==> src/rtl/hpsdr_defs.svh <==
// Protocol constants for the card; type codes and sync values follow the HPSDR PC-to-card format
`ifndef HPSDR_DEFS_SVH
`define HPSDR_DEFS_SVH

// UDP port that the card listens on
`define HPSDR_PORT 16'd1024

// Packet preamble and frame sync
`define HPSDR_PRE0 8'hef
`define HPSDR_PRE1 8'hfe
`define HPSDR_SYNC 8'h7f

// Packet type byte after the preamble
`define HPSDR_TYPE_DATA  8'h01
`define HPSDR_TYPE_DISC  8'h02
`define HPSDR_TYPE_FLASH 8'h03
`define HPSDR_TYPE_RUN   8'h04

`define HPSDR_WDOG_BITS 10

// CW hang length in msec pulses
`define HPSDR_HANG_MS 500

// Sample blocks per frame
`define HPSDR_BLOCKS 63

// Command address holding the internal keyer bit
`define HPSDR_CWX_ADDR 6'h0f

`endif

==> src/rtl/hpsdr_pkg.sv <==
// Shared packed types for the receive path; field order sets the bit layout seen by the bench
`default_nettype none

package hpsdr_pkg;

  // One byte from the UDP front end
  typedef struct packed {
    logic        valid;
    logic        broadcast;
    logic        unreachable;
    logic [15:0] port;
    logic [7:0]  data;
  } eth_byte_t;

  typedef struct packed {
    logic        resprqst;
    logic [5:0]  addr;
    logic        ptt;
    logic [31:0] data;
  } cmd_word_t;

  typedef struct packed {
    logic [15:0] left;
    logic [15:0] right;
  } lr_sample_t;

  typedef struct packed {
    logic [15:0] i;
    logic [15:0] q;
  } iq_sample_t;

  // Byte strobe toward an assembler or the flash
  typedef struct packed {
    logic [7:0] data;
    logic       valid;
    logic       last;
  } sample_beat_t;

  // Configuration words kept from host commands
  typedef struct packed {
    logic [31:0] tx_freq;
    logic [31:0] rx_freq;
    logic [31:0] config_word;
  } radio_cfg_t;

endpackage

`default_nettype wire

==> src/rtl/cmd_regs.sv <==
// Configuration registers written from command words; addresses other than 0 to 2 are ignored
`timescale 1ns/10ps
`default_nettype none

module cmd_regs (
  input  wire                    clk,
  input  wire                    arst_n,
  input  hpsdr_pkg::cmd_word_t   cmd,
  input  wire                    cmd_toggle,
  output hpsdr_pkg::radio_cfg_t  cfg
);

  localparam logic [5:0] ADDR_CONFIG  = 6'h00;
  localparam logic [5:0] ADDR_TX_FREQ = 6'h01;
  localparam logic [5:0] ADDR_RX_FREQ = 6'h02;

  logic toggle_q;
  logic new_cmd;

  // Any edge of the toggle marks a finished command
  assign new_cmd = toggle_q ^ cmd_toggle;

  always_ff @(posedge clk or negedge arst_n) begin
    if (!arst_n) begin
      toggle_q <= 1'b0;
    end else begin
      toggle_q <= cmd_toggle;
    end
  end

  always_ff @(posedge clk or negedge arst_n) begin
    if (!arst_n) begin
      cfg <= '0;
    end else if (new_cmd) begin
      case (cmd.addr)
        ADDR_CONFIG:  cfg.config_word <= cmd.data;
        ADDR_TX_FREQ: cfg.tx_freq <= cmd.data;
        ADDR_RX_FREQ: cfg.rx_freq <= cmd.data;
        default: ;
      endcase
    end
  end

  // Address is set on the control byte, well before the toggle moves
  a_addr_settled: assert property (@(posedge clk) disable iff (!arst_n)
    new_cmd |-> $stable(cmd.addr));

endmodule

`default_nettype wire

==> src/rtl/ds_top.sv <==
// Receive subsystem top; no flow control so the byte source must never stall mid-packet
`timescale 1ns/10ps
`default_nettype none

module ds_top (
  input  wire                     clk,
  input  wire                     arst_n,
  input  hpsdr_pkg::eth_byte_t    eth_in,
  input  wire                     watchdog_up,
  input  wire                     msec_pulse,
  input  wire                     flash_erase_ack,
  output logic                    run,
  output logic                    wide_spectrum,
  output logic                    discovery,
  output hpsdr_pkg::lr_sample_t   lr_out,
  output logic                    lr_strobe,
  output hpsdr_pkg::iq_sample_t   iq_out,
  output logic                    iq_ptt,
  output logic                    iq_strobe,
  output hpsdr_pkg::radio_cfg_t   cfg,
  output hpsdr_pkg::cmd_word_t    cmd_out,
  output hpsdr_pkg::sample_beat_t flash_beat,
  output logic [13:0]             flash_cnt,
  output logic                    flash_erase
);

  hpsdr_pkg::sample_beat_t lr_beat;
  hpsdr_pkg::sample_beat_t iq_beat;
  logic                    cmd_toggle;

  ds_unpack u_unpack (
    .clk             (clk),
    .arst_n          (arst_n),
    .eth_in          (eth_in),
    .watchdog_up     (watchdog_up),
    .msec_pulse      (msec_pulse),
    .flash_erase_ack (flash_erase_ack),
    .run             (run),
    .wide_spectrum   (wide_spectrum),
    .discovery       (discovery),
    .cmd             (cmd_out),
    .cmd_toggle      (cmd_toggle),
    .lr_beat         (lr_beat),
    .iq_beat         (iq_beat),
    .flash_beat      (flash_beat),
    .iq_ptt          (iq_ptt),
    .flash_cnt       (flash_cnt),
    .flash_erase     (flash_erase)
  );

  // Audio pairs toward the codec
  sample_assembler #(.payload_t(hpsdr_pkg::lr_sample_t)) u_lr_asm (
    .clk    (clk),
    .arst_n (arst_n),
    .beat   (lr_beat),
    .word   (lr_out),
    .strobe (lr_strobe)
  );

  sample_assembler #(.payload_t(hpsdr_pkg::iq_sample_t)) u_iq_asm (
    .clk    (clk),
    .arst_n (arst_n),
    .beat   (iq_beat),
    .word   (iq_out),
    .strobe (iq_strobe)
  );

  cmd_regs u_cmd_regs (
    .clk        (clk),
    .arst_n     (arst_n),
    .cmd        (cmd_out),
    .cmd_toggle (cmd_toggle),
    .cfg        (cfg)
  );

endmodule

`default_nettype wire

==> src/rtl/ds_unpack.sv <==
// Byte-per-cycle packet parser with no back-pressure; valid must stay high for a whole packet
`timescale 1ns/10ps
`default_nettype none

`include "hpsdr_defs.svh"

module ds_unpack (
  input  wire                     clk,
  input  wire                     arst_n,
  input  hpsdr_pkg::eth_byte_t    eth_in,
  input  wire                     watchdog_up,
  input  wire                     msec_pulse,
  input  wire                     flash_erase_ack,
  output logic                    run,
  output logic                    wide_spectrum,
  output logic                    discovery,
  output hpsdr_pkg::cmd_word_t    cmd,
  output logic                    cmd_toggle,
  output hpsdr_pkg::sample_beat_t lr_beat,
  output hpsdr_pkg::sample_beat_t iq_beat,
  output hpsdr_pkg::sample_beat_t flash_beat,
  output logic                    iq_ptt,
  output logic [13:0]             flash_cnt,
  output logic                    flash_erase
);

  localparam int HANG_W = $clog2(`HPSDR_HANG_MS + 1);

  typedef enum logic [5:0] {
    ST_IDLE      = 6'h00,
    ST_PRE       = 6'h01,
    ST_TYPE      = 6'h02,
    ST_RUNSTOP   = 6'h03,
    ST_DISC      = 6'h04,
    ST_ENDPOINT  = 6'h05,
    ST_SEQ3      = 6'h06,
    ST_SEQ2      = 6'h07,
    ST_SEQ1      = 6'h08,
    ST_SEQ0      = 6'h09,
    ST_SYNC2     = 6'h10,
    ST_SYNC1     = 6'h11,
    ST_SYNC0     = 6'h12,
    ST_CMDCTRL   = 6'h13,
    ST_CMD3      = 6'h14,
    ST_CMD2      = 6'h15,
    ST_CMD1      = 6'h16,
    ST_CMD0      = 6'h17,
    ST_PUSHL1    = 6'h18,
    ST_PUSHL0    = 6'h19,
    ST_PUSHR1    = 6'h1a,
    ST_PUSHR0    = 6'h1b,
    ST_PUSHI1    = 6'h1c,
    ST_PUSHI0    = 6'h1d,
    ST_PUSHQ1    = 6'h1e,
    ST_PUSHQ0    = 6'h1f,
    ST_FL_DECODE = 6'h20,
    ST_FL_CNT3   = 6'h21,
    ST_FL_CNT2   = 6'h22,
    ST_FL_CNT1   = 6'h23,
    ST_FL_CNT0   = 6'h24,
    ST_FL_PROG   = 6'h25,
    ST_FL_ERASE  = 6'h26
  } state_t;

  state_t state;
  state_t state_next;

  // Flash byte count or block count within a frame
  logic [7:0] cnt;

  logic [`HPSDR_WDOG_BITS-1:0] wdog_cnt;
  logic                        wdog_clr;

  logic [HANG_W-1:0] hang_cnt;
  logic              hang_load;
  logic              cw_bit;
  logic              cwx_en;
  logic              iq_gate;

  logic lr_v;
  logic lr_l;
  logic iq_v;
  logic iq_l;
  logic fl_v;
  logic fl_l;

  always_comb begin
    state_next = ST_IDLE;
    discovery  = 1'b0;
    wdog_clr   = 1'b0;
    lr_v       = 1'b0;
    lr_l       = 1'b0;
    iq_v       = 1'b0;
    iq_l       = 1'b0;
    fl_v       = 1'b0;
    fl_l       = 1'b0;
    case (state)
      ST_IDLE: begin
        if (eth_in.data == `HPSDR_PRE0 && eth_in.port == `HPSDR_PORT) state_next = ST_PRE;
      end
      ST_PRE: begin
        if (eth_in.data == `HPSDR_PRE1 && eth_in.port == `HPSDR_PORT) state_next = ST_TYPE;
      end
      ST_TYPE: begin
        case (eth_in.data)
          `HPSDR_TYPE_DATA:  state_next = ST_ENDPOINT;
          `HPSDR_TYPE_DISC:  state_next = ST_DISC;
          `HPSDR_TYPE_FLASH: state_next = ST_FL_DECODE;
          `HPSDR_TYPE_RUN:   state_next = ST_RUNSTOP;
          default:           state_next = ST_IDLE;
        endcase
      end
      ST_RUNSTOP: state_next = ST_IDLE;
      ST_DISC: discovery = 1'b1;
      ST_FL_DECODE: begin
        if (eth_in.data == 8'h01) state_next = ST_FL_CNT3;
        else if (eth_in.data == 8'h02) state_next = ST_FL_ERASE;
      end
      ST_FL_CNT3: state_next = ST_FL_CNT2;
      ST_FL_CNT2: state_next = ST_FL_CNT1;
      ST_FL_CNT1: state_next = ST_FL_CNT0;
      ST_FL_CNT0: state_next = ST_FL_PROG;
      ST_FL_PROG: begin
        fl_v = 1'b1;
        if (cnt == 8'hff) fl_l = 1'b1;
        else state_next = ST_FL_PROG;
      end
      ST_FL_ERASE: begin
        if (!flash_erase_ack) state_next = ST_FL_ERASE;
      end
      ST_ENDPOINT: begin
        if (eth_in.data == 8'h02) state_next = ST_SEQ3;
      end
      ST_SEQ3: state_next = ST_SEQ2;
      ST_SEQ2: state_next = ST_SEQ1;
      ST_SEQ1: state_next = ST_SEQ0;
      ST_SEQ0: begin
        // Host is alive once a data header arrives
        wdog_clr   = eth_in.valid;
        state_next = ST_SYNC2;
      end
      ST_SYNC2: if (eth_in.data == `HPSDR_SYNC) state_next = ST_SYNC1;
      ST_SYNC1: if (eth_in.data == `HPSDR_SYNC) state_next = ST_SYNC0;
      ST_SYNC0: if (eth_in.data == `HPSDR_SYNC) state_next = ST_CMDCTRL;
      ST_CMDCTRL: state_next = ST_CMD3;
      ST_CMD3: state_next = ST_CMD2;
      ST_CMD2: state_next = ST_CMD1;
      ST_CMD1: state_next = ST_CMD0;
      ST_CMD0: state_next = ST_PUSHL1;
      ST_PUSHL1: begin
        lr_v       = 1'b1;
        state_next = ST_PUSHL0;
      end
      ST_PUSHL0: begin
        lr_v       = 1'b1;
        state_next = ST_PUSHR1;
      end
      ST_PUSHR1: begin
        lr_v       = 1'b1;
        state_next = ST_PUSHR0;
      end
      ST_PUSHR0: begin
        lr_v       = 1'b1;
        lr_l       = 1'b1;
        state_next = ST_PUSHI1;
      end
      ST_PUSHI1: begin
        iq_v       = iq_gate;
        state_next = ST_PUSHI0;
      end
      ST_PUSHI0: begin
        iq_v       = iq_gate;
        state_next = ST_PUSHQ1;
      end
      ST_PUSHQ1: begin
        iq_v       = iq_gate;
        state_next = ST_PUSHQ0;
      end
      ST_PUSHQ0: begin
        iq_v = iq_gate;
        iq_l = iq_gate;
        // cnt was bumped on the L/R last byte of this block
        if (cnt == 8'(`HPSDR_BLOCKS)) state_next = ST_SYNC2;
        else state_next = ST_PUSHL1;
      end
      default: state_next = ST_IDLE;
    endcase
  end

  // Beats carry the live byte and vanish as soon as valid drops
  assign lr_beat    = '{data: eth_in.data, valid: lr_v & eth_in.valid, last: lr_l & eth_in.valid};
  assign iq_beat    = '{data: eth_in.data, valid: iq_v & eth_in.valid, last: iq_l & eth_in.valid};
  assign flash_beat = '{data: eth_in.data, valid: fl_v & eth_in.valid, last: fl_l & eth_in.valid};

  assign flash_erase = (state == ST_FL_ERASE);
  assign iq_ptt      = cmd.ptt;

  always_ff @(posedge clk or negedge arst_n) begin
    if (!arst_n) begin
      state         <= ST_IDLE;
      run           <= 1'b0;
      wide_spectrum <= 1'b0;
    end else if (eth_in.unreachable || &wdog_cnt) begin
      state         <= ST_IDLE;
      run           <= 1'b0;
      wide_spectrum <= 1'b0;
    end else if (!eth_in.valid && state != ST_FL_ERASE) begin
      state <= ST_IDLE;
    end else begin
      state <= state_next;
      if (state == ST_RUNSTOP) begin
        run           <= eth_in.data[0];
        wide_spectrum <= eth_in.data[1];
      end
    end
  end

  always_ff @(posedge clk or negedge arst_n) begin
    if (!arst_n) begin
      cnt        <= '0;
      cmd        <= '0;
      cmd_toggle <= 1'b0;
      flash_cnt  <= '0;
      cw_bit     <= 1'b0;
      cwx_en     <= 1'b0;
      iq_gate    <= 1'b0;
    end else if (eth_in.valid) begin
      case (state)
        ST_FL_DECODE, ST_SYNC2, ST_SYNC1, ST_SYNC0: cnt <= '0;
        ST_FL_CNT1: flash_cnt[13:8] <= eth_in.data[5:0];
        ST_FL_CNT0: flash_cnt[7:0] <= eth_in.data;
        ST_FL_PROG: cnt <= cnt + 8'd1;
        ST_CMDCTRL: begin
          cmd.resprqst <= eth_in.data[7];
          cmd.addr     <= eth_in.data[6:1];
          cmd.ptt      <= eth_in.data[0];
        end
        ST_CMD3: cmd.data[31:24] <= eth_in.data;
        ST_CMD2: cmd.data[23:16] <= eth_in.data;
        ST_CMD1: cmd.data[15:8] <= eth_in.data;
        ST_CMD0: begin
          cmd.data[7:0] <= eth_in.data;
          cmd_toggle    <= ~cmd_toggle;
          // Keyer internal bit sits in the top data byte
          if (cmd.addr == `HPSDR_CWX_ADDR) cwx_en <= cmd.data[24];
        end
        ST_PUSHR0: begin
          cnt     <= cnt + 8'd1;
          // Decide once per block so I/Q never comes out partial
          iq_gate <= cmd.ptt || (hang_cnt != '0);
        end
        ST_PUSHI0: cw_bit <= eth_in.data[0];
        default: ;
      endcase
    end
  end

  assign hang_load = eth_in.valid && (state == ST_PUSHQ0) && cw_bit && !cmd.ptt && cwx_en;

  // CW spacing hang
  always_ff @(posedge clk or negedge arst_n) begin
    if (!arst_n) begin
      hang_cnt <= '0;
    end else if (hang_load) begin
      hang_cnt <= HANG_W'(`HPSDR_HANG_MS);
    end else if (msec_pulse && hang_cnt != '0) begin
      hang_cnt <= hang_cnt - 1'b1;
    end
  end

  // Stop run if upstream keeps sending with no data packets coming back
  always_ff @(posedge clk or negedge arst_n) begin
    if (!arst_n) begin
      wdog_cnt <= '0;
    end else if (!run || wdog_clr) begin
      wdog_cnt <= '0;
    end else if (watchdog_up) begin
      wdog_cnt <= wdog_cnt + 1'b1;
    end
  end

  a_state_legal: assert property (@(posedge clk) disable iff (!arst_n)
    state inside {ST_IDLE, ST_PRE, ST_TYPE, ST_RUNSTOP, ST_DISC, ST_ENDPOINT,
                  ST_SEQ3, ST_SEQ2, ST_SEQ1, ST_SEQ0, ST_SYNC2, ST_SYNC1, ST_SYNC0,
                  ST_CMDCTRL, ST_CMD3, ST_CMD2, ST_CMD1, ST_CMD0,
                  ST_PUSHL1, ST_PUSHL0, ST_PUSHR1, ST_PUSHR0,
                  ST_PUSHI1, ST_PUSHI0, ST_PUSHQ1, ST_PUSHQ0,
                  ST_FL_DECODE, ST_FL_CNT3, ST_FL_CNT2, ST_FL_CNT1, ST_FL_CNT0,
                  ST_FL_PROG, ST_FL_ERASE});

  a_no_beat_idle: assert property (@(posedge clk) disable iff (!arst_n)
    !eth_in.valid |-> !(lr_beat.valid || iq_beat.valid || flash_beat.valid));

  // Erase can only start from a flash request, never from inside a data frame
  a_erase_source: assert property (@(posedge clk) disable iff (!arst_n)
    $rose(flash_erase) |-> $past(state) == ST_FL_DECODE);

endmodule

`default_nettype wire

==> src/rtl/sample_assembler.sv <==
// Packs strobed bytes MSB first into payload_t; payload width must be a whole number of bytes
`timescale 1ns/10ps
`default_nettype none

module sample_assembler #(
  parameter type payload_t = logic [31:0]
) (
  input  wire                     clk,
  input  wire                     arst_n,
  input  hpsdr_pkg::sample_beat_t beat,
  output payload_t                word,
  output logic                    strobe
);

  localparam int W     = $bits(payload_t);
  localparam int NB    = W / 8;
  localparam int CNT_W = (NB > 1) ? $clog2(NB) : 1;

  logic [W-1:0]     shreg;
  logic [CNT_W-1:0] byte_cnt;

  always_ff @(posedge clk or negedge arst_n) begin
    if (!arst_n) begin
      byte_cnt <= '0;
      strobe   <= 1'b0;
    end else begin
      strobe <= beat.valid && beat.last;
      if (beat.valid) begin
        if (beat.last) byte_cnt <= '0;
        else byte_cnt <= byte_cnt + 1'b1;
      end
    end
  end

  // Oldest byte ends up in the top bits
  always_ff @(posedge clk) begin
    if (beat.valid) shreg <= (shreg << 8) | W'(beat.data);
  end

  assign word = payload_t'(shreg);

  a_last_on_fill: assert property (@(posedge clk) disable iff (!arst_n)
    beat.valid |-> (beat.last == (byte_cnt == CNT_W'(NB - 1))));

endmodule

`default_nettype wire
==> config.mk <==
export PLATFORM = sky130hd
export DESIGN_NAME = ds_top
export DESIGN_NICKNAME = d
export VERILOG_FILES = /design/src/rtl/hpsdr_pkg.sv /design/src/rtl/cmd_regs.sv /design/src/rtl/ds_top.sv /design/src/rtl/ds_unpack.sv /design/src/rtl/sample_assembler.sv
export VERILOG_INCLUDE_DIRS = /design/src /design/src/rtl
export SDC_FILE = /design/constraint.sdc
export NUM_CORES = 1
export LEC_CHECK = 0
export ABC_AREA = 1
export ABC_CLOCK_PERIOD_IN_PS = 4600
export BUFFER_PORTS_ARGS = -buffer_cell sky130_fd_sc_hd__buf_2
export CAP_MARGIN = 10
export CORE_MARGIN = 1
export CORE_UTILIZATION = 45
export CTS_BUF_LIST = sky130_fd_sc_hd__clkbuf_8
export DETAILED_ROUTE_END_ITERATION = 8
export PLACE_DENSITY = 0.79
export SLEW_MARGIN = 20
export SYNTH_ARGS = -nofsm -noshare
export SYNTH_HDL_FRONTEND = slang
export SYNTH_SLANG_ARGS = --single-unit
==> constraint.sdc <==
create_clock -name clk -period 4.6 [get_ports clk]
set_input_delay 0.69 -clock clk [delete_from_list [all_inputs] [get_ports clk]]
set_output_delay 0.69 -clock clk [all_outputs]
set_load 0.01 [all_outputs]
Word-level counts from Yosys, hierarchy flattened. Index checks and enable logic that the tools add are counted.

Input port bits: 32. Bits in registers: 256. Output and inout bits: 231.

Bitwise gates (word level): 10. Eq/ne operators: 47. Multiplexer cells: 35. Reductions and logical operators: 43. Add/sub/neg operators: 3.

Operator list (count): 6-bit case mux with 31 select lines (1); 6-bit by 5-bit equality test with 1-bit output, second input constant (16); 32-bit by 8-bit bitwise OR with 32-bit output (2); 6-bit equality test, second input constant (7); 6-bit 2-to-1 mux (6); 2-bit AND reduction (14); 6-bit by 3-bit equality test with 1-bit output, second input constant (4); 8-bit equality test, second input constant (3); 6-bit case mux with 4 select lines (1); 10-bit 2-to-1 mux (2); 6-bit by 2-bit equality test with 1-bit output, second input constant (3); 6-bit by 4-bit equality test with 1-bit output, second input constant (3); 9-bit 2-to-1 mux (2); 16-bit by 11-bit equality test with 1-bit output, second input constant (1); 8-bit by 2-bit equality test with 1-bit output, second input constant (2); 1-bit 2-to-1 mux (16); 8-bit case mux with 2 select lines (1); 5-bit 2-to-1 mux (3); 6-bit by 1-bit equality test with 1-bit output, second input constant (2); 6-bit logical NOT (2); 4-bit OR reduction (3); 10-bit by 1-bit adder with 10-bit output, second input constant (1); 1-bit logical AND (10); 10-bit AND reduction (1); other kinds (20) (32).

Longest topological paths before layout.
Depth in word-level cells: 6. Gate-level depth with buffers: 11.

By module. A second synthesis with hierarchy kept.

Cells, all modules: 1158. Area, all modules: 10934.2 um2.

Modules (own cells, without submodules): ds_unpack (area each 4895.9 um2, cells an instance 645, instances 1, seq. area each 2327.2 um2); cmd_regs (area each 4051.4 um2, cells an instance 443, instances 1, seq. area each 2427.3 um2); sample_assembler (area each 993.5 um2, cells an instance 35, instances 2, seq. area each 985.9 um2).

Worst setup path before layout. OpenSTA, ideal clock, no wires.

Path type: input to register. From: in eth_in[26] (netlist bit). To: reg u_lr_asm.shreg[0], in the netlist u_lr_asm.word[0] (enable). Path buffers: 1. Slack: 0.657 ns. Arrival: 3.481 ns. Required time: 4.139 ns. Stages: 3. Path through: buf_2 clkinv_1 nor3_1.

RTL lines: start: declaration (RTL line ds_top.sv:8) `input hpsdr_pkg::eth_byte_t eth_in,`; end signal: assignment (RTL line sample_assembler.sv:37) `if (beat.valid) shreg <= (shreg << 8) | W'(beat.data);`; end: declaration (RTL line sample_assembler.sv:19) `logic [W-1:0] shreg;`.

==> results.py <==
metrics = {
    "outcome": {
        "status": "finished clean",
    },
    "setup_path": {
        "r2r_slack_ps": 2270,
        "cp-end-kind": "output port",
        "critPathArrivalTime_ps": 2070,
        "crit-reg2reg-launch": "u_unpack.state[4]",
        "crit_type": "in2out",
        "critPathMaxFanout": 18,
        "required_ps": 3910,
        "cp_num_buf_inv": 3,
        "timing.critical_path.cells": "buf_2, clkinv_1, nor3_1, buf_2",
        "critPathMaxStageDelay_ps": 480,
        "critPathLaunchType": "input port",
        "crit_family": "buffers and inverters",
        "critPathSlowestCell": "clkinv_1",
        "crit_top_cell": "buf_2",
        "r2r_cells": 7,
        "r2r-end": "u_unpack.cmd[37]",
    },
    "die": {
        "core-area_mm2": 0.02257,
        "dieWidth_um": 153.7,
        "start_util_pct": 45.89,
        "die_h_um": 153.7,
        "num_rows": 55,
        "dieArea_mm2": 0.02363,
        "pin_count": 263,
    },
    "timing": {
        "min_period_ps": 2756,
        "period_share_pct": 59.92,
        "worst_pin_slew_ps": 945.1,
        "fmax_mhz": 362.8,
        "slew_headroom_pct": 36.99,
        "hold_viol": 0,
        "fin_setup_tns_ps": 0,
        "fin_skew_ps": 17.18,
        "finalSetupViolations": 0,
        "slew_viol_final": 0,
        "rsz0062_at_grt": "false",
    },
    "cts": {
        "cts_tree": "yes",
        "cts_buffers": 42,
        "post_cts_buffers": 0,
        "clock_latency_ps": 540,
        "clkTransAtPathRegs_ps": 50,
        "hold_buffers": 0,
        "ctsResizeCount": 0,
        "cts_root_buf": "clkbuf_8",
        "clock_path_buffers": 3,
        "htreeDepth": 2,
        "cts_sinks": 256,
    },
    "synthesis": {
        "yosysUniqueCellTypes": 37,
        "synth_top_area_cell": "dfrtp_1",
        "synthTopCellsByArea": "dfrtp_1 46%, edfxtp_1 19%, nand2_1 11%",
        "ys_seq_area_share_pct": 64.94,
        "synth-seq-cells": 256,
        "syn_inst": 1072,
        "synth_nets": 1107,
        "synthDominantCellAreaShare_pct": 46.39,
        "synth_area_mm2": 0.01036,
        "synth.avg_cell_area_um2": 9.662,
        "yosysWarnings": 0,
    },
    "placed_design": {
        "place_hpwl_um": 19140,
        "numPortBuffers": 261,
        "place.gp.congestion": 0.9110,
        "post-place-cells": 1588,
    },
    "global_routing": {
        "antenna_found_initial": 0,
        "grt_pass1_vias": 8001,
        "grtUsageTotal_pct": 23.11,
        "grt_overflow_total": 0,
        "grt_first_pass_wirelength_um": 43020,
        "grt_max_degree": 118,
    },
    "pwr": {
        "power.leakage_nw": 6.504,
        "power_density_mw_per_mm2": 350.6,
        "ir_drop_uv": 173.2,
    },
    "drt": {
        "avgViaCountPerCell": 5.107,
        "route.detailed.drc": 0,
        "ant_nets": 0,
        "via_count": 8498,
        "dr.pass1.iters": 6,
        "wl_per_cell_um": 16.30,
        "routed_wl_um": 27120,
        "drt-initial-drc-count": 704,
    },
    "layout": {
        "areaGrowthSynthToFinish_pct": 23.10,
        "mostFrequentLayoutCell": "nand2_1",
        "drive_gt1_share_pct": 24.95,
        "layout_common_cells": "300 x nand2_1, 260 x buf_2, 192 x dfrtp_1, 159 x o21ai_0, 117 x inv_1",
        "n_antenna_cell": 0,
        "nets": 1382,
        "final-instance-count-excl-fill": 1664,
    },
    "hold_path": {
        "min_path_type": "in2async",
    },
    "job": {
        "max_cap_violations": 0,
    },
}
## per-layer routing
layer  global-route usage [%]  share of wire [%]  up-vias
met3                    4.143                5.4       67
met2                    38.07                 48      304
met1                    30.51                 43     4086
met5                        0                  0        -
met4                    8.952                3.4        0
li1                         -                  -     4041
## final cells by class
| type | count | area, um2 |
|---|---|---|
| fill | 1993 | 9822 |
| sequential | 256 | 6726 |
| multi-input combinational | 676 | 3067 |
| timing repair buffer | 269 | 1375 |
| clock buffer | 49 | 674.4 |
| inverter | 102 | 382.9 |
| tap | 285 | 356.6 |
| clock inverter | 27 | 167.7 |
## stage by stage
stage | utilization (%) | setup WS (ps) | power [mW] | hold slack, ps | instance area, um2
after CTS | 56.49 | 1845 | 4.519 | 317.9 | 12750
after floorplan | - | 657.4 | 2.455 | 394.4 | 10360
after global placement | 52.75 | 1876 | 2.553 | 420.0 | 11910
after global routing | 56.49 | 1690 | 4.634 | 341.0 | 12750
final | 56.49 | 1844 | 4.470 | 273.3 | 12750
after detailed placement | 52.75 | 1852 | 2.557 | 424.3 | 11910
## worst reg2reg max path, cell delays in order, from the launching register on
cell	delay [ps]
dfrtp_1	390
inv_1	60
nor2_1	590
nand2_1	290
nor2_1	250
nand2_1	370
nand2_1	160
o21ai_0	90
## synthesized netlist by cell type, drive strengths merged
master and number:
a21boi 1, a21oi 15, inv 101, clkbuf 22
and2 2, edfxtp 64, nand2 304, ha 3
o21ai 161, and3 2, nand3 41, clkinv 1
or2 1, xor2 5, o211ai 3, buf 16
nand4 13, a211oi 1, nor3b 1, nor3 11
nand3b 9, nor4 2, dfrtp 192, xnor2 1
nor2 98, o31ai 2
## registers in the layout, summed over array words and instances (netlist names), 6 cells and up
register	count
u_lr_asm.word	32
u_unpack.wdog_cnt	10
u_iq_asm.word	32
u_unpack.state	6
u_unpack.flash_cnt	14
u_unpack.cmd	39
u_cmd_regs.cfg	96
u_unpack.cnt	8
u_unpack.hang_cnt	9
## report_power, final
part | switching, mW | total (mW) | internal, mW
combinational | 0.122 | 0.160 | 0.0376
clock | 0.873 | 1.96 | 1.08
sequential | 0.0112 | 2.35 | 2.34
## cell families (layout without fill, tap and decap cells)
family,count (synthesis),count (layout),synth area share [%]
AND/OR/NAND/NOR,484,484,19.50
flip-flops,256,256,64.94
AO/OA/AOI/OAI,183,183,9.048
buffers and inverters,140,447,5.641
XOR/XNOR,6,6,0.5074
adder cells (fa/ha/maj),3,3,0.3624
## worst max path at each step
stage / from / end / slack [ps] / depth (start not counted)
3_3_place_gp: eth_in[26] / flash_beat[0] / 1880 / 4
2_1_floorplan: eth_in[26] / u_lr_asm.word[0] / 660 / 3
6_report: eth_in[26] / flash_beat[0] / 1840 / 4
3_5_place_dp: eth_in[26] / flash_beat[0] / 1850 / 4
5_1_grt: u_unpack.state[5] / flash_beat[0] / 1690 / 5
4_1_cts: eth_in[26] / flash_beat[0] / 1840 / 4
Note: power is estimated with default switching activity, not from simulation.
